[config.mk]
export PLATFORM = sky130hd
export DESIGN_NAME = icache_replace
export DESIGN_NICKNAME = d
export VERILOG_FILES = /design/src/icache_pkg.sv /design/src/icache_replace.sv
export SDC_FILE = /design/constraint.sdc
export NUM_CORES = 1
export LEC_CHECK = 0
export ABC_AREA = 0
export BUFFER_PORTS_ARGS = -buffer_cell sky130_fd_sc_hd__buf_4
export CORE_AREA = 2 2 39 41
export CTS_CLUSTER_DIAMETER = 40
export CTS_CLUSTER_SIZE = 14
export DETAILED_ROUTE_END_ITERATION = 16
export DIE_AREA = 0 0 41 43
export GPL_TIMING_DRIVEN = 0
export PLACE_DENSITY = 0.61
export SYNTH_ARGS = -nofsm -noshare
export SYNTH_HDL_FRONTEND = slang
export SYNTH_SLANG_ARGS = --single-unit
[constraint.sdc]
create_clock -name clk_i -period 1.3 [get_ports clk_i]
set_input_delay 0.195 -clock clk_i [delete_from_list [all_inputs] [get_ports clk_i]]
set_output_delay 0.195 -clock clk_i [all_outputs]
set_load 0.005 [all_outputs]
[src/icache_pkg.sv]
//////////////////////////////////////////////////////////////////////
// geometry, address view and shared structs of the instruction cache
// imported by every block that handles addresses or cache lines
//////////////////////////////////////////////////////////////////////
package icache_pkg;

  ////////////////////////////////////////////////////////////////////
  // geometry
  ////////////////////////////////////////////////////////////////////

  // physical byte address
  localparam int ADDR_W = 32;
  // one instruction word
  localparam int FETCH_W = 32;
  // one cache line, four words
  localparam int LINE_W = 128;
  localparam int NUM_SETS = 16;
  // byte offset inside a line
  localparam int OFFSET_W = 4;
  localparam int INDEX_W = 4;
  // whatever is left above index and offset
  localparam int TAG_W = ADDR_W - INDEX_W - OFFSET_W;
  // default associativity, the top level may override it
  localparam int NUM_WAYS_DEF = 4;

  // source of the returned word
  localparam logic [1:0] SRC_HIT = 2'd0;
  localparam logic [1:0] SRC_VICTIM = 2'd1;
  localparam logic [1:0] SRC_REFILL = 2'd2;

  ////////////////////////////////////////////////////////////////////
  // address view
  ////////////////////////////////////////////////////////////////////

  // field split used for array addressing and tag compare
  typedef struct packed {
    logic [TAG_W-1:0]    tag;
    logic [INDEX_W-1:0]  index;
    logic [OFFSET_W-1:0] offset;
  } addr_fields_t;

  // same word seen flat on the ports, split inside the cache
  typedef union packed {
    logic [ADDR_W-1:0] addr;
    addr_fields_t      fields;
  } fetch_addr_u;

  ////////////////////////////////////////////////////////////////////
  // line payloads
  ////////////////////////////////////////////////////////////////////

  typedef logic [LINE_W-1:0] line_t;

  // evicted line with its line address
  typedef struct packed {
    logic               valid;
    logic [TAG_W-1:0]   tag;
    logic [INDEX_W-1:0] index;
    line_t              line;
  } victim_entry_t;

  // memory return, valid for one cycle
  typedef struct packed {
    logic  valid;
    line_t line;
  } refill_t;

endpackage

[src/icache_replace.sv]
//////////////////////////////////////////////////////////////////////
// hit qualification and refill way choice
// lowest invalid way first, else a way picked by an 8 bit LFSR
//////////////////////////////////////////////////////////////////////
module icache_replace #(
  parameter int NUM_WAYS = icache_pkg::NUM_WAYS_DEF
) (
  input  logic                 clk_i,
  input  logic                 rst_ni,
  input  logic [NUM_WAYS-1:0]  valid_i,
  input  logic [NUM_WAYS-1:0]  hit_i,
  input  logic                 advance_i,
  output logic [NUM_WAYS-1:0]  hit_o,
  output logic                 all_valid_o,
  output logic [NUM_WAYS-1:0]  way_oh_o
);
  localparam int WAY_W = $clog2(NUM_WAYS);

  logic [7:0]          lfsr_q;
  logic [NUM_WAYS-1:0] inv;
  logic [NUM_WAYS-1:0] inv_oh;
  logic [NUM_WAYS-1:0] rnd_oh;

  // a tag match counts only on a valid way
  assign hit_o = hit_i & valid_i;

  assign all_valid_o = &valid_i;
  // isolate the lowest invalid way
  assign inv = ~valid_i;
  assign inv_oh = inv & (~inv + 1'b1);
  assign rnd_oh = NUM_WAYS'(1) << lfsr_q[WAY_W-1:0];
  assign way_oh_o = all_valid_o ? rnd_oh : inv_oh;

  // fibonacci LFSR, taps 8 6 5 4
  // steps only when a fill replaces a valid line
  always_ff @(posedge clk_i or negedge rst_ni) begin
    if (!rst_ni) begin
      lfsr_q <= 8'hA5;
    end else if (advance_i && all_valid_o) begin
      lfsr_q <= {lfsr_q[6:0], lfsr_q[7] ^ lfsr_q[5] ^ lfsr_q[4] ^ lfsr_q[3]};
    end
  end

  a_way_onehot : assert property (
    @(posedge clk_i) disable iff (!rst_ni) $onehot(way_oh_o)
  );

endmodule

==> impl_results.md <==
- Run status: finished with violations
- Failing checks: setup timing
- Cell area power density: 1170 mW/mm²
- Synth top area share: 24.6%
- Max frequency: 711 MHz
- Period Utilization, post-route: 108%
- I/O Buffers: 19
- Row Count: 14
- Initial Utilization: 30.9%
- Largest net degree at the start of global routing: 9
- Critical path data arrival time: 1.21 ns
- PnR worst setup slack: -0.106 ns
- Pre-CTS setup slack: 0.0652 ns
- CTS tree: built
- Final Hold Viols: 0
- P&R area growth vs syn: 57.6%
- Crit Path Class: reg -> out
- N_diodes: 0
- DIE WIDTH: 41 µm
- Vias in the first global route: 312
- CP max FO: 4
- Final Max Slew Viols: 0
- Clk_lat worst skew: 0.25 ns
- Critical Path Source: lfsr_q[0]
- Top cells by area, synth: dfstp_2 25%, dfrtp_1 23%, mux2_2 18%
- Root buffer cell: clkbuf_4
- First-pass GRT wire length: 1350 µm
- Seq/Total Area, Yosys: 48.0%
- Die H: 43 µm
- Synth Register Bits: 8
- Final core area utilization: 48.7%
- Unique masters post-synth: 18
- Most frequent cell after synthesis: mux2_2
- Final HPWL DP: 589 µm
- Clock sinks: 8
- Avg Cell Area, Syn: 11.9 µm²
- Routed wire per std cell: 10.8 µm
- Post-synth EDFFs: 0
- Worst slew pin tran: 0.213 ns
- Synth Cell Area: 428 µm²
- Clock Path Buffers: 2
- Startpoint Class: register
- Final setup skew: 0.00793 ns
- DR vias: 369
- Worst-case reg-to-reg path depth: 3
- Clock slew at reported path FFs: 0.05 ns
- Biggest regs: lfsr_q: 8 flops
- GR Overflow Total: 0
- Initial antenna violation count: 0
- Ys async rst share: 100%
- Drt first pass iters: 1
- Endpoints failing setup: 3
- Hold path depth: 3
- Crit path capture type: output port
- HP Start: advance_i
- Total GRT Usage: 12.4%
- WL final: 851 µm
- Vias/cell: 4.67
- Final nets: 75
- Synthesized instance count: 36
- R2r startpoint: lfsr_q[0]
- Synth cell count leaders: 7 x mux2_2, 4 x dfrtp_1, 4 x dfstp_2, 3 x and2_1, 3 x xnor2_1
- Register with the most flip-flops: lfsr_q
- Hold WS: 0.252 ns
- Worst EP required: 1.11 ns
- Max-slew headroom: 85.8%
- Syn Nets: 47
- DRC errors left: 0
- HP Class: in -> reg
- Primary FF master, synth: dfstp_2
- Pleak: 0.000334 µW
- Reg2Reg Setup Slack: 0.33 ns
- Critical R2R Capture: lfsr_q[1]
- Post-DRT Antenna Nets: 0
- Number of flip-flops in the largest register: 8
- Area leader, netlist: dfstp_2
- RSZ-0062 raised after global routing: true
- Tmin final: 1.41 ns
- 1st-iter DRT viols: 0
- Area of the die: 0.00176 mm²
- Total core area: 0.00138 mm²
- H-tree Lvls: 1
- Num CTS Buffers: 3
- Hold EP: lfsr_q[0]
- Max-Cap Viols: 0
- Peak VDD IR: 0.512 mV
- Warnings, synthesis: 0
- IO Pins: 20
- Share of cells above drive strength 1: 71.4%
- Routability congestion estimate from global placement: 0.615
[timing repair]
action                     in CTS  in global routing
pin swaps                       3                  2
setup endpoints to repair       4                  4
hold buffers                    1                  0
resized for setup               3                  5
cloned                          0                  0
hold endpoints to repair        8                  0
setup buffers                   2                  1
[per-layer routing]
| layer | wire, µm | vias up | global-route usage [%] |
|---|---|---|---|
| met5 | 0 | - | 0 |
| met4 | 28 | 0 | 12.0 |
| met3 | 94 | 4 | 3.14 |
| met2 | 421 | 17 | 18.1 |
| met1 | 307 | 166 | 13.4 |
| li1 | - | 182 | - |
[placed cells by master (no fill, tap or decap)]
cell,synthesis,routed
buf_6,0,2
inv_1,2,1
and3_4,0,1
and2_2,1,1
nand3_1,1,1
and2_1,3,3
o21ai_1,0,1
mux2i_1,1,1
buf_4,0,20
dfrtp_1,4,3
nand4_2,1,1
dfstp_2,4,4
nand2_1,2,2
dfrtp_2,0,1
clkbuf_4,0,3
nand2_4,1,1
inv_2,1,2
xnor2_1,3,3
o31ai_2,0,1
clkbuf_1,0,1
o32ai_2,0,1
mux2_2,7,7
dlygate4sd3_1,0,1
a21oi_1,1,1
[cells by family (layout without fill, tap and decap cells)]
group | count (synthesis) | after routing | synth area share, %
muxes | 8 | 8 | 20.8
buffers and inverters | 3 | 30 | 2.63
xor gates and xnor gates | 3 | 3 | 6.14
and+or+nand+nor | 10 | 10 | 16.4
AOI/OAI and AO/OA | 4 | 4 | 6.14
DFF | 8 | 8 | 48.0
[layout make-up]
cell class | count | area, µm²
well taps | 16 | 20.0
fillers | 135 | 709
clock buffers | 4 | 26.3
flip-flops and latches | 8 | 206
inverters | 3 | 11.3
multi-input cells | 25 | 228
repair buffers | 23 | 183
[worst max-delay path: stages, from the launching register on]
cell	delay [ns]
dfstp_2	0.56
inv_2	0.05
o32ai_2	0.21
buf_4	0.15
[report_power, final]
part           switching, µW  internal (µW)
clock network           83.9            117
registers               50.4            315
logic                   75.8            145
total                    210            577
[how the worst max path moves through the flow]
| stage | end |
|---|---|
| 3_5_place_dp | way_oh_o[1] |
| 2_1_floorplan | way_oh_o[1] |
| 4_1_cts | way_oh_o[1] |
| 5_1_grt | way_oh_o[1] |
| 3_3_place_gp | way_oh_o[1] |
| 6_report | way_oh_o[1] |
[per-stage QoR]
stage                     total power, µW  area [µm²]  instances  TNS [ns]
after floorplan                       441         428         36         0
after global placement                513         591         71         0
after detailed placement              515         591         71         0
after CTS                             768         649         78    -0.284
after global routing                  843         674         79    -0.466
final                                 787         674         79    -0.231
(Power assumes the default switching activity.)
