<file path="src/icache_pkg.sv">
//////////////////////////////////////////////////////////////////////
// geometry, address view and shared structs of the instruction cache
// imported by every block that handles addresses or cache lines
//////////////////////////////////////////////////////////////////////
package icache_pkg;

  ////////////////////////////////////////////////////////////////////
  // geometry
  ////////////////////////////////////////////////////////////////////

  // physical byte address
  localparam int ADDR_W = 32;
  // one instruction word
  localparam int FETCH_W = 32;
  // one cache line, four words
  localparam int LINE_W = 128;
  localparam int NUM_SETS = 16;
  // byte offset inside a line
  localparam int OFFSET_W = 4;
  localparam int INDEX_W = 4;
  // whatever is left above index and offset
  localparam int TAG_W = ADDR_W - INDEX_W - OFFSET_W;
  // default associativity, the top level may override it
  localparam int NUM_WAYS_DEF = 4;

  // source of the returned word
  localparam logic [1:0] SRC_HIT = 2'd0;
  localparam logic [1:0] SRC_VICTIM = 2'd1;
  localparam logic [1:0] SRC_REFILL = 2'd2;

  ////////////////////////////////////////////////////////////////////
  // address view
  ////////////////////////////////////////////////////////////////////

  // field split used for array addressing and tag compare
  typedef struct packed {
    logic [TAG_W-1:0]    tag;
    logic [INDEX_W-1:0]  index;
    logic [OFFSET_W-1:0] offset;
  } addr_fields_t;

  // same word seen flat on the ports, split inside the cache
  typedef union packed {
    logic [ADDR_W-1:0] addr;
    addr_fields_t      fields;
  } fetch_addr_u;

  ////////////////////////////////////////////////////////////////////
  // line payloads
  ////////////////////////////////////////////////////////////////////

  typedef logic [LINE_W-1:0] line_t;

  // evicted line with its line address
  typedef struct packed {
    logic               valid;
    logic [TAG_W-1:0]   tag;
    logic [INDEX_W-1:0] index;
    line_t              line;
  } victim_entry_t;

  // memory return, valid for one cycle
  typedef struct packed {
    logic  valid;
    line_t line;
  } refill_t;

endpackage

</file>
<file path="src/icache_fetch_out.sv">
//////////////////////////////////////////////////////////////////////
// picks the fetched word from the hit way, victim line or refill
//////////////////////////////////////////////////////////////////////
module icache_fetch_out #(
  parameter int NUM_WAYS = icache_pkg::NUM_WAYS_DEF
) (
  input  logic                               clk_i,
  input  logic                               rst_ni,
  input  logic [NUM_WAYS-1:0]                hit_oh_i,
  input  icache_pkg::line_t [NUM_WAYS-1:0]   lines_i,
  input  icache_pkg::line_t                  victim_line_i,
  input  icache_pkg::line_t                  refill_line_i,
  input  logic [icache_pkg::OFFSET_W-1:0]    offset_i,
  input  logic [1:0]                         src_sel_i,
  output logic [icache_pkg::FETCH_W-1:0]     fetch_data_o
);
  import icache_pkg::*;

  localparam int WAY_W = $clog2(NUM_WAYS);

  logic [WAY_W-1:0] hit_idx;
  line_t            victim_q;
  line_t            sel_line;

  // hit vector to way number
  always_comb begin
    hit_idx = '0;
    for (int w = 0; w < NUM_WAYS; w++) begin
      if (hit_oh_i[w]) begin
        hit_idx = WAY_W'(w);
      end
    end
  end

  // buffer content as of the lookup, before the swap rewrites it
  always_ff @(posedge clk_i or negedge rst_ni) begin
    if (!rst_ni) begin
      victim_q <= '0;
    end else begin
      victim_q <= victim_line_i;
    end
  end

  always_comb begin
    unique case (src_sel_i)
      SRC_VICTIM: sel_line = victim_q;
      SRC_REFILL: sel_line = refill_line_i;
      default:    sel_line = lines_i[hit_idx];
    endcase
  end

  // byte offset bits 1:0 are dropped
  assign fetch_data_o = sel_line[offset_i[OFFSET_W-1:2] * FETCH_W +: FETCH_W];

endmodule

</file>
<file path="config.mk">
export PLATFORM = sky130hd
export DESIGN_NAME = icache_fetch_out
export DESIGN_NICKNAME = d
export VERILOG_FILES = /design/src/icache_pkg.sv /design/src/icache_fetch_out.sv
export SDC_FILE = /design/constraint.sdc
export NUM_CORES = 1
export LEC_CHECK = 0
export CORE_AREA = 2 2 320 322
export DETAILED_ROUTE_END_ITERATION = 10
export DIE_AREA = 0 0 322 324
export DONT_BUFFER_PORTS = 1
export SLEW_MARGIN = 10
export SYNTH_ARGS = -nofsm -noshare
export SYNTH_HDL_FRONTEND = slang
export SYNTH_SLANG_ARGS = --single-unit
</file>
<file path="constraint.sdc">
create_clock -name clk_i -period 1.5 [get_ports clk_i]
set_input_delay 0.075 -clock clk_i [delete_from_list [all_inputs] [get_ports clk_i]]
set_output_delay 0.075 -clock clk_i [all_outputs]
set_load 0.005 [all_outputs]
</file>
==> impl_results.md <==
* CP endpoint kind: primary output
* Slack of the critical path at -778.1 ps
* Max FFs per register at between 100 and 150
* Fin. Hold Viols at 128
* Placed cells at between 2000 and 3000
* Layer with the highest usage: met2
* Nets at 2161
* Max-slew headroom at roughly three fifths
* Clock power share at about a third
* Crit Path Max Fanout at 1
* Worst EP required at 1420 ps
* Dpl hpwl at 71600 um
* Largest net degree at the start of global routing at ~230
* GRT met2 Usage at 27.07%
* Final Max Tran Viols at 0
* Routed Antenna Nets at 0
* Fmax at about 440 MHz
* TritonCTS clock tree: yes
* Die W at approximately 320 um
* Initial Util at 9.950%
* Syn nets at 1913
* Final Cycle Share at 151.9%
* Iteration-0 DRC Markers at 754
* Sequential share of the synthesized area at 31.87%
* Die area at 0.1043 mm2
* Slowest-stage cell, CP: a221oi_4
* Outcome: finished, violations left
* Startpoint types: flip-flop
* Peak supply drop at 0.0006479 V
* Met1 GRT Util at 19.77%
* Most frequent cells in the layout: buf_4, mux2i_1, dlygate4sd3_1, dfrtp_1, nand2_1
* CP cell instances: a221oi_4, nor2b_2, a221oi_4, buf_6, a31oi_4, buf_6
* GPL Wtd Cong at between 0.8 and 0.9
* DR vias at 11822
* Crit path kind: reg2out
* Layout cell share with drive strength beyond 1 at 31.97%
* # DRC at 0
* Total power at between 10 and 15 mW
* Max-cap violations at 0
* Worst-margin pin slew at approximately 570 ps
* Internal power at 8.266 mW
* Area share of the largest cell type after synthesis at 31.87%
* Drt wl/cell at 33.11 um
* Syn Area/Cell at between 8 and 9 um2
* Cell variety after synth at 26
* # H-tree levels at 4
* Fin util at ~17%
* LEAKAGE at 6.198 nW
* DR pass1 iterations at 5
* CTS Buffer Depth at 2
* Sw Ratio at between 30% and 40%
* Synthesized cell area at about 0.010 mm2
* RSZ-0062 raised after global routing: yes
* Io pins at 812
* Total track usage at 16.32%
* Met3 usage at 4.608%
* Core Area at 0.1010 mm2
* Sequential Power Share at 28.5%
* CTS root buf: clkbuf_16
* Min Tclk post-route at between 2000 and 2500 ps
* Comb pwr share at 40.0%
* Pwr per Cell Area at 772.5 mW/mm2
* Area leader, netlist: dfrtp_1
* First-pass GRT wire length at 111700 um
* Initial antenna violation count at 38
* Most common cell after layout, fill and taps aside: buf_4
* Clock-pin slew on the worst setup and hold paths at 70 ps
* Worst hold path class: in2async
* Post-Layout Cell Count at roughly 2700
* Number of global-route vias before repair at between 10000 and 15000
* Drt total wl at 90360 um
* Reg with most FFs: victim_q
* Largest regs: victim_q: 128 flops
* Die height at 324 um
* Largest stage delay on the critical path at 480 ps
* Final setup fails at 32
* Synth top area cells: dfrtp_1, mux2i_1, a221oi_1
* Ys Warns at 0
* Failing checks: hold timing, setup timing
* TritonCTS Buffers at 17
* Clk sinks at 128
* Crit path DAT at 2200 ps
* Vias per cell at 4.332
* Area Overhead vs Synth at 68.33%
* Synth Instances at 1131
* Row cnt at 117
* Synthesis-stage register bit count at ~130
* Hold Slack at -679.5 ps
* GRT overflow at 0
* Net Switching at 4.803 mW
* CTS Hold Bufs at between 100 and 150
* Input/output buffers at 0
[cell usage after synthesis]
| cell | n |
|---|---|
| a221oi_1 | 128 |
| dfrtp_1 | 128 |
| mux2i_1 | 128 |
| nand2_1 | 104 |
| nor2_1 | 84 |
| nand3b_1 | 76 |
| clkbuf_1 | 69 |
| o2111ai_1 | 64 |
| o21ai_0 | 55 |
| buf_2 | 53 |
| o211ai_1 | 52 |
| nor2b_1 | 33 |
| a221o_1 | 32 |
| a22o_1 | 32 |
| a31oi_1 | 32 |
| a21boi_0 | 12 |
| nand3_1 | 12 |
| buf_6 | 9 |
| o21ai_1 | 9 |
| buf_1 | 6 |
| buf_4 | 6 |
| ha_1 | 2 |
| inv_1 | 2 |
| clkbuf_2 | 1 |
| inv_2 | 1 |
| or2_1 | 1 |
[per-stage QoR]
| step | hold slack, ps | area [um2] | setup WS [ps] | TNS (ps) |
|---|---|---|---|---|
| 2_1_floorplan | -220.6 | 10050 | 27.09 | 0 |
| 3_3_place_gp | -217.5 | 12860 | -1455 | -22500 |
| 3_5_place_dp | -216.3 | 12870 | -1473 | -21970 |
| 4_1_cts | -725.6 | 16540 | -848.2 | -18370 |
| 5_1_grt | -720.2 | 16900 | -805.7 | -19160 |
| 6_report | -679.5 | 16920 | -778.1 | -16080 |
[worst paths after layout]
| check | start | to | slack, ps | depth (start not counted) |
|---|---|---|---|---|
| worst max-delay path | victim_q[113] | fetch_data_o[17] | -780 | 6 |
| worst min-delay path | rst_ni | victim_q[90] | -680 | 0 |
| max in group asynchronous | rst_ni | victim_q[51] | 1800 | 0 |
| min in group clk_i | victim_line_i[101] | victim_q[101] | 180 | 1 |
[layer usage]
metal / vias to the layer above / share of wire, %
li1: 5006 / -
met1: 5882 / 41
met2: 749 / 47
met3: 163 / 7.6
met4: 22 / 4.3
met5: - / 0.14
[power groups by stage]
stage	combinational, mW	sequential [mW]	clock (mW)
global placement	3.96	3.75	0
floorplan	1.85	3.72	0
detailed placement	3.96	3.75	0
CTS	5.24	3.71	4.27
finish	5.22	3.72	4.12
global route	5.60	3.73	4.39
[critical path: cells and delay by family (launching register included)]
kind,cells,cell delay [ps]
DFF,1,410
buffers and inverters,2,340
and+or+nand+nor,1,110
AOI/OAI and AO/OA,3,880
[cells by family after synthesis]
family / count (synthesis) / synth area share (%)
AO/OA/AOI/OAI: 416 / 32.67
adder cells (fa/ha/maj): 2 / 0.2489
buffers and inverters: 147 / 7.058
flip-flops: 128 / 31.87
multiplexers: 128 / 12.75
AND/OR/NAND/NOR: 310 / 15.41
[what timing repair did]
| item | CTS | global route |
|---|---|---|
| hold endpoints to repair | 256 | 128 |
| resized for setup | 260 | 42 |
| cloned | 8 | 1 |
| setup buffers | 22 | 6 |
| pin swaps | 82 | 48 |
| endpoints found under the setup margin | 32 | 32 |
[layout make-up]
| type | instances | area [um2] |
|---|---|---|
| repair buffers | 373 | 3820 |
| diodes | 28 | 70.07 |
| clock inverters | 14 | 107.6 |
| well taps | 1309 | 1638 |
| flip-flops and latches | 128 | 3203 |
| multi-input cells | 856 | 7607 |
| inverters | 3 | 33.78 |
| clock buffers | 18 | 439.2 |
| fillers | 11329 | 84090 |
(Power assumes the default switching activity.)
