File: src/icache_pkg.sv
//////////////////////////////////////////////////////////////////////
// geometry, address view and shared structs of the instruction cache
// imported by every block that handles addresses or cache lines
//////////////////////////////////////////////////////////////////////
package icache_pkg;

  ////////////////////////////////////////////////////////////////////
  // geometry
  ////////////////////////////////////////////////////////////////////

  // physical byte address
  localparam int ADDR_W = 32;
  // one instruction word
  localparam int FETCH_W = 32;
  // one cache line, four words
  localparam int LINE_W = 128;
  localparam int NUM_SETS = 16;
  // byte offset inside a line
  localparam int OFFSET_W = 4;
  localparam int INDEX_W = 4;
  // whatever is left above index and offset
  localparam int TAG_W = ADDR_W - INDEX_W - OFFSET_W;
  // default associativity, the top level may override it
  localparam int NUM_WAYS_DEF = 4;

  // source of the returned word
  localparam logic [1:0] SRC_HIT = 2'd0;
  localparam logic [1:0] SRC_VICTIM = 2'd1;
  localparam logic [1:0] SRC_REFILL = 2'd2;

  ////////////////////////////////////////////////////////////////////
  // address view
  ////////////////////////////////////////////////////////////////////

  // field split used for array addressing and tag compare
  typedef struct packed {
    logic [TAG_W-1:0]    tag;
    logic [INDEX_W-1:0]  index;
    logic [OFFSET_W-1:0] offset;
  } addr_fields_t;

  // same word seen flat on the ports, split inside the cache
  typedef union packed {
    logic [ADDR_W-1:0] addr;
    addr_fields_t      fields;
  } fetch_addr_u;

  ////////////////////////////////////////////////////////////////////
  // line payloads
  ////////////////////////////////////////////////////////////////////

  typedef logic [LINE_W-1:0] line_t;

  // evicted line with its line address
  typedef struct packed {
    logic               valid;
    logic [TAG_W-1:0]   tag;
    logic [INDEX_W-1:0] index;
    line_t              line;
  } victim_entry_t;

  // memory return, valid for one cycle
  typedef struct packed {
    logic  valid;
    line_t line;
  } refill_t;

endpackage

File: src/icache_tag_array.sv
//////////////////////////////////////////////////////////////////////
// tag and valid storage for every way, registered read
// valid bits are cleared one set per cycle by the flush sweep
//////////////////////////////////////////////////////////////////////
module icache_tag_array #(
  parameter int NUM_WAYS = icache_pkg::NUM_WAYS_DEF
) (
  input  logic                                        clk_i,
  input  logic                                        rst_ni,
  input  logic                                        rd_i,
  input  logic [icache_pkg::INDEX_W-1:0]              index_i,
  input  logic                                        flush_en_i,
  input  logic [icache_pkg::INDEX_W-1:0]              flush_idx_i,
  input  logic                                        we_i,
  input  logic [NUM_WAYS-1:0]                         way_oh_i,
  input  logic [icache_pkg::TAG_W-1:0]                tag_i,
  output logic [NUM_WAYS-1:0][icache_pkg::TAG_W-1:0]  tag_o,
  output logic [NUM_WAYS-1:0]                         valid_o
);
  import icache_pkg::*;

  logic [NUM_WAYS-1:0][TAG_W-1:0] tag_mem [NUM_SETS];
  logic [NUM_WAYS-1:0]            valid_q [NUM_SETS];

  // tag words, only the filled way is written
  always_ff @(posedge clk_i) begin
    for (int w = 0; w < NUM_WAYS; w++) begin
      if (we_i && way_oh_i[w]) begin
        tag_mem[index_i][w] <= tag_i;
      end
    end
    if (rd_i) begin
      tag_o <= tag_mem[index_i];
    end
  end

  // valid bits
  always_ff @(posedge clk_i or negedge rst_ni) begin
    if (!rst_ni) begin
      for (int s = 0; s < NUM_SETS; s++) begin
        valid_q[s] <= '0;
      end
      valid_o <= '0;
    end else begin
      // sweep clears every way of one set
      if (flush_en_i) begin
        valid_q[flush_idx_i] <= '0;
      end else if (we_i) begin
        valid_q[index_i] <= valid_q[index_i] | way_oh_i;
      end
      // read output holds between lookups
      if (rd_i) begin
        valid_o <= valid_q[index_i];
      end
    end
  end

  // controller never fills while sweeping
  a_no_fill_in_flush : assert property (
    @(posedge clk_i) disable iff (!rst_ni) !(flush_en_i && we_i)
  );

endmodule

File: config.mk
export PLATFORM = sky130hd
export DESIGN_NAME = icache_tag_array
export DESIGN_NICKNAME = d
export VERILOG_FILES = /design/src/icache_pkg.sv /design/src/icache_tag_array.sv
export SDC_FILE = /design/constraint.sdc
export NUM_CORES = 2
export LEC_CHECK = 0
export ABC_AREA = 0
export BUFFER_PORTS_ARGS = -buffer_cell sky130_fd_sc_hd__buf_2
export CAP_MARGIN = 20
export CORE_MARGIN = 4
export CORE_UTILIZATION = 40
export CTS_CLUSTER_DIAMETER = 150
export DETAILED_ROUTE_END_ITERATION = 8
export GPL_TIMING_DRIVEN = 0
export PLACE_DENSITY = 0.56
export SKIP_CTS_REPAIR_TIMING = 1
export SLEW_MARGIN = 25
export SYNTH_ARGS = -nofsm -noshare
export SYNTH_HDL_FRONTEND = slang
export SYNTH_SLANG_ARGS = --single-unit
File: constraint.sdc
create_clock -name clk_i -period 2.15 [get_ports clk_i]
set_input_delay 0.1075 -clock clk_i [delete_from_list [all_inputs] [get_ports clk_i]]
set_output_delay 0.1075 -clock clk_i [all_outputs]
set_load 0.02 [all_outputs]
==> results_dict.tcl <==
set metrics [dict create \
    finalCriticalPeriod_ps 2190 \
    drt_wl_total_um 159000 \
    ioPinCount 141 \
    power.net_switching_mw 15.1 \
    syn_area_per_cell_sq_um 24.8 \
    synth_top_flop_cell "edfxtp_1" \
    vias 29400 \
    critPathKind "in -> reg" \
    grt_usage_pct 18.8 \
    grt_max_degree 69 \
    pwr-share-clk_pct 41.1 \
    hold_violations 66 \
    grt_overflow_total 0 \
    whs_ps -66.7 \
    grt_pass1_wl_um 223000 \
    yosys_register_bits 1700 \
    finalMaxSlewViolations 0 \
    critical_path.cell_chain "buf_2 > clkbuf_4 > clkbuf_4 > buf_2 > nand2_1 > nor2_1 > and2_4" \
    netlist_area_sq_mm 0.0643 \
    via_per_inst 5.57 \
    clk_pin_slew_ps 60 \
    worst-path-max-fanout 24 \
    timing.fmax_mhz 456 \
    place_congestion 0.799 \
    drive_gt1_share_pct 33.5 \
    grt-busiest-layer "met2" \
    multiInputGateArea_sq_mm 0.0130 \
    grt_setup_unrepaired "yes" \
    cp.arrival_ps 2610 \
    dp_hpwl_um 96600 \
    finalSetupViolations 73 \
    postLayoutCoreUtil_pct 47.0 \
    nNetsFinal 3025 \
    cts_tree "yes" \
    seqCellArea_sq_mm 0.0507 \
    first_pass_iters 5 \
    syn_inst 2587 \
    drcViolationCount 0 \
    start_util_pct 40.4 \
    synth.largest_area_cell "edfxtp_1" \
    cts_buffers 175 \
    yosys-top-cells-area "edfxtp_1, mux4_2, dfrtp_1, o2bb2ai_1, and2_1" \
    async_flop_share_pct 4.00 \
    power_density_mw_per_mm2 941 \
    cts_htree_levels 4 \
    p_int_mw 55.3 \
    yosysSeqAreaShare_pct 78.9 \
    yosys-top-cells-count "edfxtp_1, mux4_2, dfrtp_1, and2_1, o2bb2ai_1" \
    fp.coreArea_sq_mm 0.159 \
    clock_path_buffers 3 \
    rows 146 \
    die_h_um 409 \
    ir_worst_vdd_uv 906 \
    leakagePower_nw 23.8 \
    critPathCaptureType "flop" \
    finalWorstSetupSlack_ps -41.5 \
    p_comb_share_pct 5.8 \
    cts_root_buffer "clkbuf_16" \
    dpl_cell_area_sq_mm 0.0688 \
    p_sw_share_pct 21.5 \
    critPathRequiredTime_ps 2570 \
    yosys.cell_count.top_type "edfxtp_1" \
    slew_headroom_pct 28.2 \
    clock-sinks 1700 \
    fin_area_sq_mm 0.0748 \
    port_buffers 138 \
    synth_top_area_share_pct 76.3 \
    gr-usage-met1_pct 25.4 \
    ant_nets 0 \
    drtIter0Drc 3232 \
    clkLatencyLatePin_ps 800 \
    routedWlPerCell_um 30.1 \
    cap_violations 0 \
    pwr-share-seq_pct 53.1 \
    final.fill_count 12900 \
    area_growth_pct 16.5 \
    synth_edf_count 1632 \
    fin_worst_skew_ps 29.0 \
    die-area_sq_mm 0.167 \
    status "finished with violations" \
    max_stage_delay_ps 570 \
    antenna_found_initial 10 \
    worstMarginPinSlew_ps 1080 \
    cp-start-kind "input port" \
    grt_pass1_vias 30600 \
    die_w_um 409 \
    synth.net_count 2628 \
    cp_slowest_cell "and2_4" \
    synth_cell_types 30 \
    met3_usage_pct 3.63 \
    violations "hold timing, setup timing" \
    hold_class "in -> async" \
    min_period_over_period_pct 102 \
    yosys_warnings 0 \
    met2_usage_pct 31.6 \
]
-- metrics by stage --
step           std cells  hold slack, ps  setup WS, ps  setup TNS (ps)  power (mW)
3_3_place_gp        4871             458         -1900        -2360620        42.0
6_report            5275           -66.7         -41.5           -1060        70.4
4_1_cts             5231            -621          -730         -332510        71.0
2_1_floorplan       2587            -188          26.7               0        40.2
5_1_grt             5274            14.1         -65.6           -4180        72.8
3_5_place_dp        4910             261         -1580        -1656270        42.2
-- worst max-delay path, delay by kind of cell --
family / cells / cell delay [ps]
buf+inv: 4 / 1240
simple gates: 3 / 1210
-- final timing paths --
check	startpoint	endpoint	slack, ps	depth (start not counted)
max	index_i[1]	tag_mem[15][54]$_DFFE_PP_	-40	7
min	rst_ni	valid_q[53]$_DFFE_PN0P_	-70	2
max reg2reg	valid_q[7]$_DFFE_PN0P_	valid_q[47]$_DFFE_PN0P_	350	4
min reg2reg	valid_q[45]$_DFFE_PN0P_	valid_q[45]$_DFFE_PN0P_	490	1
max in group asynchronous	rst_ni	valid_q[24]$_DFFE_PN0P_	1630	2
min in group clk_i	flush_idx_i[0]	valid_q[44]$_DFFE_PN0P_	30	4
-- power groups by stage --
stage	registers, mW	logic (mW)	clock network, mW
finish	37.4	4.08	29.0
floorplan	38.2	2.04	0
global route	37.4	4.35	31.0
global placement	38.0	3.90	0
CTS	37.4	4.09	29.5
detailed placement	38.1	4.08	0
-- cells by family after synthesis --
group / synth area share [%]
buffers and inverters: 1.10
multiplexers: 17.3
flip-flops: 78.9
AND/OR/NAND/NOR: 1.27
AO/OA/AOI/OAI: 1.39
-- state kept, by name (all words and copies together), names as in the netlist --
register	cells
valid_q	64
valid_o	4
tag_o	96
tag_mem	1536
-- final cells by class --
class | count | area share (%)
antenna | 1 | 0.00334
sequential | 1700 | 67.8
tap | 2146 | 3.59
buffer | 125 | 0.970
clock inverter | 92 | 1.02
timing repair buffer | 215 | 2.98
multi-input combinational | 767 | 17.4
clock buffer | 229 | 6.26
-- per-layer routing --
layer | share of wire (%) | wire (um)
met1 | 40 | 63200
met2 | 50 | 80100
met3 | 7.6 | 12000
met4 | 2.2 | 3440
met5 | 0 | 0
-- cell usage in the layout, fill, tap and decap left out, drive strengths merged --
| cell | count |
|---|---|
| edfxtp | 1632 |
| mux4 | 480 |
| clkbuf | 277 |
| buf | 257 |
| clkinv | 73 |
| and2 | 70 |
| dfrtp | 68 |
| o2bb2ai | 64 |
| dlygate4sd3 | 35 |
| mux2i | 32 |
| nor2 | 22 |
| a22oi | 16 |
| nand2 | 15 |
| nand3 | 10 |
| bufinv | 10 |
| nand2b | 8 |
| o21a | 8 |
| nand3b | 7 |
| a21oi | 7 |
| inv | 7 |
| a31oi | 5 |
| nor3 | 5 |
| nor2b | 4 |
| o31a | 4 |
| a211oi | 4 |
| or3b | 2 |
| clkinvlp | 2 |
| diode | 1 |
| or2 | 1 |
| and4b | 1 |
| nor4b | 1 |
| and4bb | 1 |
(Power assumes the default switching activity.)
