==> config.mk <==
export PLATFORM = sky130hd
export DESIGN_NAME = icache_victim_buffer
export DESIGN_NICKNAME = d
export VERILOG_FILES = /design/src/icache_pkg.sv /design/src/icache_victim_buffer.sv
export SDC_FILE = /design/constraint.sdc
export NUM_CORES = 1
export LEC_CHECK = 0
export BUFFER_PORTS_ARGS = -buffer_cell sky130_fd_sc_hd__buf_2
export CORE_MARGIN = 2
export CORE_UTILIZATION = 37
export CTS_CLUSTER_DIAMETER = 40
export CTS_CLUSTER_SIZE = 40
export DETAILED_ROUTE_END_ITERATION = 7
export PLACE_DENSITY = 0.76
export SYNTH_ARGS = -nofsm -noshare
export SYNTH_HDL_FRONTEND = slang
export SYNTH_SLANG_ARGS = --single-unit
==> constraint.sdc <==
create_clock -name clk_i -period 3.15 [get_ports clk_i]
set_input_delay 0.1575 -clock clk_i [delete_from_list [all_inputs] [get_ports clk_i]]
set_output_delay 0.1575 -clock clk_i [all_outputs]
set_load 0.05 [all_outputs]
==> src/icache_pkg.sv <==
//////////////////////////////////////////////////////////////////////
// geometry, address view and shared structs of the instruction cache
// imported by every block that handles addresses or cache lines
//////////////////////////////////////////////////////////////////////
package icache_pkg;

  ////////////////////////////////////////////////////////////////////
  // geometry
  ////////////////////////////////////////////////////////////////////

  // physical byte address
  localparam int ADDR_W = 32;
  // one instruction word
  localparam int FETCH_W = 32;
  // one cache line, four words
  localparam int LINE_W = 128;
  localparam int NUM_SETS = 16;
  // byte offset inside a line
  localparam int OFFSET_W = 4;
  localparam int INDEX_W = 4;
  // whatever is left above index and offset
  localparam int TAG_W = ADDR_W - INDEX_W - OFFSET_W;
  // default associativity, the top level may override it
  localparam int NUM_WAYS_DEF = 4;

  // source of the returned word
  localparam logic [1:0] SRC_HIT = 2'd0;
  localparam logic [1:0] SRC_VICTIM = 2'd1;
  localparam logic [1:0] SRC_REFILL = 2'd2;

  ////////////////////////////////////////////////////////////////////
  // address view
  ////////////////////////////////////////////////////////////////////

  // field split used for array addressing and tag compare
  typedef struct packed {
    logic [TAG_W-1:0]    tag;
    logic [INDEX_W-1:0]  index;
    logic [OFFSET_W-1:0] offset;
  } addr_fields_t;

  // same word seen flat on the ports, split inside the cache
  typedef union packed {
    logic [ADDR_W-1:0] addr;
    addr_fields_t      fields;
  } fetch_addr_u;

  ////////////////////////////////////////////////////////////////////
  // line payloads
  ////////////////////////////////////////////////////////////////////

  typedef logic [LINE_W-1:0] line_t;

  // evicted line with its line address
  typedef struct packed {
    logic               valid;
    logic [TAG_W-1:0]   tag;
    logic [INDEX_W-1:0] index;
    line_t              line;
  } victim_entry_t;

  // memory return, valid for one cycle
  typedef struct packed {
    logic  valid;
    line_t line;
  } refill_t;

endpackage

==> src/icache_victim_buffer.sv <==
//////////////////////////////////////////////////////////////////////
// single entry holding the last line evicted from a full set
// looked up in parallel with the set, emptied by the flush sweep
//////////////////////////////////////////////////////////////////////
module icache_victim_buffer (
  input  logic                            clk_i,
  input  logic                            rst_ni,
  input  logic                            clear_i,
  input  logic [icache_pkg::TAG_W-1:0]    lookup_tag_i,
  input  logic [icache_pkg::INDEX_W-1:0]  lookup_index_i,
  input  logic                            we_i,
  input  icache_pkg::victim_entry_t       entry_i,
  output logic                            hit_o,
  output icache_pkg::line_t               line_o
);
  import icache_pkg::*;

  victim_entry_t entry_q;

  always_ff @(posedge clk_i or negedge rst_ni) begin
    if (!rst_ni) begin
      entry_q <= '0;
    end else if (clear_i) begin
      entry_q.valid <= 1'b0;
    end else if (we_i) begin
      // a swap may write an empty entry back
      entry_q <= entry_i;
    end
  end

  // full line address compare
  assign hit_o = entry_q.valid &&
                 (entry_q.tag == lookup_tag_i) &&
                 (entry_q.index == lookup_index_i);
  assign line_o = entry_q.line;

endmodule

==> implementation parameters, run 1 <==
Parameter                              Value

Drt
  First-pass iteration count of the detailed router ... 4
  ANT nets after route ... 0
  Average via count per standard cell ... 4.32
  Routed via count ... 4,876
  Number of remaining DRC errors ... 0
  Routed wire length ... 17,200 microns
  Number of DRC violations after detailed-routing iteration 0 ... 142
  Avg WL per Cell ... 15.2 microns

Finish
  Commonest cells after routing, fill and taps aside ... 316 x sky130_fd_sc_hd__buf_2, 159 x sky130_fd_sc_hd__dlygate4sd3_1, 157 x sky130_fd_sc_hd__dfrtp_1
  Post-synthesis to final-layout area growth ... 39.9%
  Leading cell type in the layout, fill and taps excluded ... sky130_fd_sc_hd__buf_2
  Diodes inserted ... 0
  End-of-flow core utilization ... 52.7%
  Fraction of layout instances using a drive strength above 1 ... 58.8%
  Total number of nets in the final design ... 1,042

Yosys
  Count of mapped cells out of synthesis ... 499
  Synthesis warning total ... 0
  Flops & latches, synth ... 157
  Seq/Total Area, Yosys ... 53.6%
  Cell variety after synth ... 15
  Synthesized netlist net count ... 688
  Syn_area_per_cell ... 14.7 sq um
  Dominant cells by area after synthesis ... sky130_fd_sc_hd__dfrtp_1 54%, sky130_fd_sc_hd__mux2_2 22%, sky130_fd_sc_hd__buf_4 13%
  Yosys top cell area share ... 53.6%
  Post-Synthesis Cell Area ... 7340 sq um
  Post-synthesis cell type with the largest combined area ... sky130_fd_sc_hd__dfrtp_1

Clock tree
  Clock-pin slew on the worst setup and hold paths ... 0.06 ns
  Post-CTS Setup Bufs ... 0
  Clock sink total ... 157
  Hold buffers post-CTS ... 159
  TritonCTS clock tree ... built
  Clock buffer count from CTS ... 17
  H-Tree Depth ... 4
  Clock root buffer ... sky130_fd_sc_hd__clkbuf_16
  Number of buffers on the longest clock path ... 2
  Post-CTS sizing ... 0
  Clock latency on the worst-skew pair ... 0.41 ns

Setup path
  Reg2reg end ... entry_q[156]
  Type of the setup path with the least slack ... flop to output port
  Crit path required time ... 2.99 ns
  Worst path arrival time ... 2.02 ns
  Setup slack, reg-to-reg ... 1.92 ns
  Crit path max fanout ... 2
  Startpoint type of the worst setup path ... flop
  Critical register-to-register path startpoint ... entry_q[156]
  FF-to-FF path depth ... 3
  CP Capture Type ... output port

STA
  Final worst clock skew ... 0 ns
  Fin crit period ... 2.18 ns
  Setup repair after global routing missed its margin ... false
  Relative max-transition margin ... 50.2%
  Post-route clock period utilization ... 69.1%
  Transition time at the pin with the least slew margin ... 0.747 ns
  Setup Viol. Count Final ... 0
  Final setup TNS ... 0 ns
  Hold violation total from the final report ... 0
  Final slew viol count ... 0
  Maximum achievable frequency ... 459 MHz

Min path
  Worst hold path class ... input pin to asynchronous set/reset pin

Global route
  Vias in the first global route ... 5,172
  Total GRT Usage ... 16.0%
  GRT overflow ... 0
  Wire length of the first global-routing pass ... 25,800 microns
  Pin count of the biggest net entering global routing ... 82
  Antenna violations before repair ... 0

Die
  Placeable core region ... 19,500 sq um
  Die Ht ... 145 microns
  Row Count ... 51
  Die outline width ... 145 microns
  Initial Util ... 37.7%
  DIE AREA ... 21,000 sq um
  I/O pin total ... 318

Power and ir drop
  Total leakage power ... 4.84 nW
  Maximum vdd drop ... 340 uV
  Cell Pwr Density ... 642 nW/um^2

Placement
  Gpl congestion ... 0.743
  Post-DP HPWL ... 10,600 microns
  Port buffer count ... 317

Run status
  Status ... finished, final reports clean

Run
  Max Cap Viol ... 0
-- state kept, by name (all words and copies together), names as in the netlist --
name and cells:
entry_q 29, line_o 128
-- worst max path at each step --
stage | start | slack (ns) | to | cells after the start
5_1_grt | entry_q[152] | 0.85 | hit_o | 5
4_1_cts | entry_q[152] | 0.89 | hit_o | 5
3_5_place_dp | entry_q[152] | 1.35 | hit_o | 5
3_3_place_gp | entry_q[152] | 1.38 | hit_o | 5
2_1_floorplan | entry_q[152] | 0.64 | hit_o | 4
6_report | entry_q[152] | 0.97 | hit_o | 5
-- worst max-delay path, cell delays in order, from the launching register on --
cell and delay, ns:
sky130_fd_sc_hd__dfrtp_1 0.40, sky130_fd_sc_hd__xor2_1 0.14, sky130_fd_sc_hd__nor4_1 0.38, sky130_fd_sc_hd__nand3_1 0.14
sky130_fd_sc_hd__nor4_1 0.23, sky130_fd_sc_hd__buf_2 0.33
-- final cells by class --
class / count / area (sq um)
clock buffers: 18 / 439
clock inverters: 12 / 184
fillers: 1543 / 9200
multi-input cells: 197 / 2130
flip-flops and latches: 157 / 3930
well taps: 265 / 332
repair buffers: 480 / 3250
-- stage by stage --
step	hold WS, ns	cells	power, W	worst slack [ns]	instance area [sq um]
2_1_floorplan	-0.138	499	0.00416	0.636	7340
3_3_place_gp	0.252	940	0.00423	1.38	8050
3_5_place_dp	0.246	940	0.00427	1.35	8050
4_1_cts	0.370	1129	0.00665	0.890	10300
5_1_grt	0.415	1129	0.00688	0.845	10300
6_report	0.352	1129	0.00658	0.973	10300
-- cell families (layout without fill, tap and decap cells) --
family / count (synthesis) / count (layout) / share of synthesized area (%)
buffers and inverters: 145 / 510 / 17.4
xor gates and xnor gates: 28 / 28 / 3.34
and+or+nand+nor: 12 / 12 / 1.06
DFF: 157 / 157 / 53.6
muxes: 157 / 157 / 24.6
-- cells in the mapped netlist, drive strengths merged --
cell type	count
buf	145
dfrtp	157
mux2	156
mux2i	1
nand3	1
nand4	3
nor2	1
nor2b	1
nor3	1
nor4	5
xnor2	9
xor2	19
-- report_power, final --
| part | switching (W) | leakage [nW] | internal [W] |
|---|---|---|---|
| clock network | 0.000835 | 0.300 | 0.00135 |
| registers | 0.000159 | 1.84 | 0.00231 |
| logic | 0.00125 | 2.70 | 0.000676 |
-- layer usage --
metal / vias up / GRT usage [%] / part of all wire (%)
met5: - / 0 / 0
met4: 0 / 5.52 / 1.9
met3: 23 / 4.84 / 6.9
met2: 192 / 29.8 / 54
met1: 2384 / 16.9 / 38
li1: 2277 / - / -
(Power assumes the default switching activity.)
==> inputs of run 2 (changes only) <==
PLACE_DENSITY = 0.78   (was 0.76)
clock period = 1.9 ns   (was 3.15 ns; I/O delays follow)
==> run 2 against run 1 <==
Sequential cell count unchanged. Register-to-register slack worse by 1.3 ns. The run now ends with negative setup slack left. Combinational power up 67%.
==> implementation parameters, run 2 (synthesis results as in run 1) <==
Parameter                              Value

Run status
  Status ... complete, but fails checks
  Violated checks ... negative setup slack

Power and ir drop
  Logic pwr share ... 29.6% (+0.4 points)
  Total leakage power ... 4.85 nW (+0.17%)
  Cell Pwr Density ... 1050 nW/um^2 (+64%)
  Part of the power in the clock network ... 32.6% (-0.6 points)
  Share of power burned in registers ... 37.8% (+0.2 points)
  Maximum vdd drop ... 556 uV (+64%)
  Int Power ... 0.00706 W (+63%)
  Switching share of total power ... 35.0% (+0.93 points)
  Sw power ... 0.00380 W (+70%)

STA
  Worst Hold Slack ... 0.157 ns (-0.196 ns)
  Setup Viol. Count Final ... 1 (+1)
  Fin crit period ... 2.05 ns
  Setup repair after global routing missed its margin ... true
  Transition time at the pin with the least slew margin ... 0.536 ns (-0.210 ns)
  Relative max-transition margin ... 64.2% (+14 points)
  Final slew viol count ... 0 (unchanged)
  Hold violation total from the final report ... 0 (unchanged)
  Maximum achievable frequency ... 489 MHz
  Final worst clock skew ... 0 ns (unchanged)
  Final setup TNS ... -0.146 ns (-0.146 ns)
  Post-route worst setup slack ... -0.146 ns (-1.12 ns)
  Post-route clock period utilization ... 108%

Run
  Max Cap Viol ... 0 (unchanged)

Drt
  ANT nets after route ... 0 (unchanged)
  Routed via count ... 4,926 (+1.0%)
  Average via count per standard cell ... 4.35 (+0.76%)
  Routed wire length ... 17,400 microns (+1.1%)
  Number of remaining DRC errors ... 0 (unchanged)
  First-pass iteration count of the detailed router ... 4 (unchanged)
  Avg WL per Cell ... 15.4 microns (+0.80%)
  Number of DRC violations after detailed-routing iteration 0 ... 153 (+7.7%)

Die
  Placeable core region ... 19,500 sq um (unchanged)
  Initial Util ... 37.7% (unchanged)
  Die outline width ... 145 microns (unchanged)
  I/O pin total ... 318 (unchanged)
  Die Ht ... 145 microns (unchanged)
  DIE AREA ... 21,000 sq um (unchanged)
  Row Count ... 51 (unchanged)

Clock tree
  Number of buffers on the longest clock path ... 2 (unchanged)
  Post-CTS Setup Bufs ... 0 (unchanged)
  Clock root buffer ... sky130_fd_sc_hd__clkbuf_16
  TritonCTS clock tree ... built
  Clock-pin slew on the worst setup and hold paths ... 0.07 ns (about the same)
  Clock latency on the worst-skew pair ... 0.40 ns (about the same)
  H-Tree Depth ... 4 (unchanged)
  Clock sink total ... 157 (unchanged)
  Clock buffer count from CTS ... 17 (unchanged)

Finish
  Fraction of layout instances using a drive strength above 1 ... 59.2% (+0.37 points)
  Number of fillers in the final layout ... 1,530 (-0.84%)
  Leading cell type in the layout, fill and taps excluded ... sky130_fd_sc_hd__buf_2
  End-of-flow core utilization ... 52.9% (+0.22 points)
  Diodes inserted ... 0 (unchanged)
  Final design instance area without fill ... 10,300 sq um (+0.42%)
  Commonest cells after routing, fill and taps aside ... 315 x sky130_fd_sc_hd__buf_2, 159 x sky130_fd_sc_hd__dlygate4sd3_1, 157 x sky130_fd_sc_hd__dfrtp_1
  Flip-flop count of the largest register, all copies and words added ... 128 (unchanged)
  Total number of nets in the final design ... 1,043 (+0.096%)
  Post-synthesis to final-layout area growth ... 40.5%

Global route
  GRT overflow ... 0 (unchanged)
  Pin count of the biggest net entering global routing ... 89 (+8.5%)
  Antenna violations before repair ... 0 (unchanged)
  Total GRT Usage ... 15.9% (-0.084 points)
  Wire length of the first global-routing pass ... 25,900 microns (+0.40%)
  Vias in the first global route ... 5,314 (+2.7%)

Setup path
  Worst Path Buf+Inv ... 1 (unchanged)
  Crit path max fanout ... 2 (unchanged)
  Type of the setup path with the least slack ... flop to output port
  Worst path arrival time ... 1.95 ns (-0.07 ns)
  Cells along the critical path ... xor2_1, nor4_2, nand3_1, nor4_4, buf_6
  Crit path required time ... 1.80 ns (-1.19 ns)
  Setup slack, reg-to-reg ... 0.67 ns (-1.25 ns)
  CP Capture Type ... output port
  Critical path's top delay family ... simple AND/OR/NAND/NOR gates
  Slowest cell on crit path ... sky130_fd_sc_hd__dfrtp_1
  Startpoint type of the worst setup path ... flop
  Maximum cell stage delay along the critical path ... 0.38 ns (-0.02 ns)

Placement
  Post-DP HPWL ... 10,600 microns (-0.39%)
  DP Worst Slack ... 0.0981 ns (-1.25 ns)
  Gpl congestion ... 0.737 (-0.77%)
  Port buffer count ... 317 (unchanged)
  Area post-placement ... 8070 sq um (+0.33%)

Min path
  Worst hold path class ... input pin to asynchronous set/reset pin
run 2: cell types whose count changed in the layout (fill, tap and decap cells not counted), sizes merged:
cell | before | now
bufinv | 4 | 3
buf | 321 | 322
clkinv | 2 | 1
clkinvlp | 2 | 5
inv | 4 | 5
run 2: path summary, 6_finish.rpt:
| kind | to | depth (start not counted) | from |
|---|---|---|---|
| setup reg to reg | entry_q[156] | 3 | entry_q[156] |
| min in group clk_i | line_o[13] | 4 | we_i |
| hold / removal | line_o[31] | 2 | rst_ni |
| setup / recovery | hit_o | 5 | entry_q[152] |
| max in group asynchronous | entry_q[135] | 3 | rst_ni |
| hold reg to reg | line_o[67] | 1 | line_o[67] |
run 2: final cells by class:
| class | instances | area, sq um | share of cell area, % |
|---|---|---|---|
| clock inverters | 14 | 183 | 1.77 |
| well taps | 265 | 332 | 3.22 |
| repair buffers | 481 | 3280 | 31.8 |
| flip-flops and latches | 157 | 3930 | 38.1 |
| multi-input cells | 197 | 2150 | 20.9 |
| clock buffers | 18 | 429 | 4.16 |
run 2: stage by stage:
step	total power, W	instances
6_report	0.0109	1132
5_1_grt	0.0113	1132
4_1_cts	0.0110	1132
3_5_place_dp	0.00709	941
3_3_place_gp	0.00703	941
2_1_floorplan	0.00690	499
run 2: power groups by stage:
| stage | registers (W) | logic (W) | clock network (W) |
|---|---|---|---|
| 2_1_floorplan | 0.00409 | 0.00281 | 0 |
| 3_3_place_gp | 0.00412 | 0.00290 | 0 |
| 3_5_place_dp | 0.00415 | 0.00294 | 0 |
| 4_1_cts | 0.00409 | 0.00321 | 0.00365 |
| 5_1_grt | 0.00417 | 0.00338 | 0.00380 |
| 6_report | 0.00411 | 0.00322 | 0.00354 |
run 2: repair_timing:
item                                    4_1_cts  5_1_grt
endpoints found under the setup margin        1        1
gates resized for setup                       5        0
hold buffers                                159        0
hold endpoints to repair                    314        0
pin swaps                                     4        3
run 2: routing by layer:
layer	global-route usage [%]	share of wire (%)
met1	16.7	38
met2	29.2	52
met3	5.26	7.9
met4	5.93	2.1
met5	0	0
run 2: worst reg2reg max path: cells and delay by family, from the launching register on:
family,cells,cell delay [ns]
buf+inv,1,0.55
mux,1,0.13
flops,1,0.39
simple gates,1,0.05
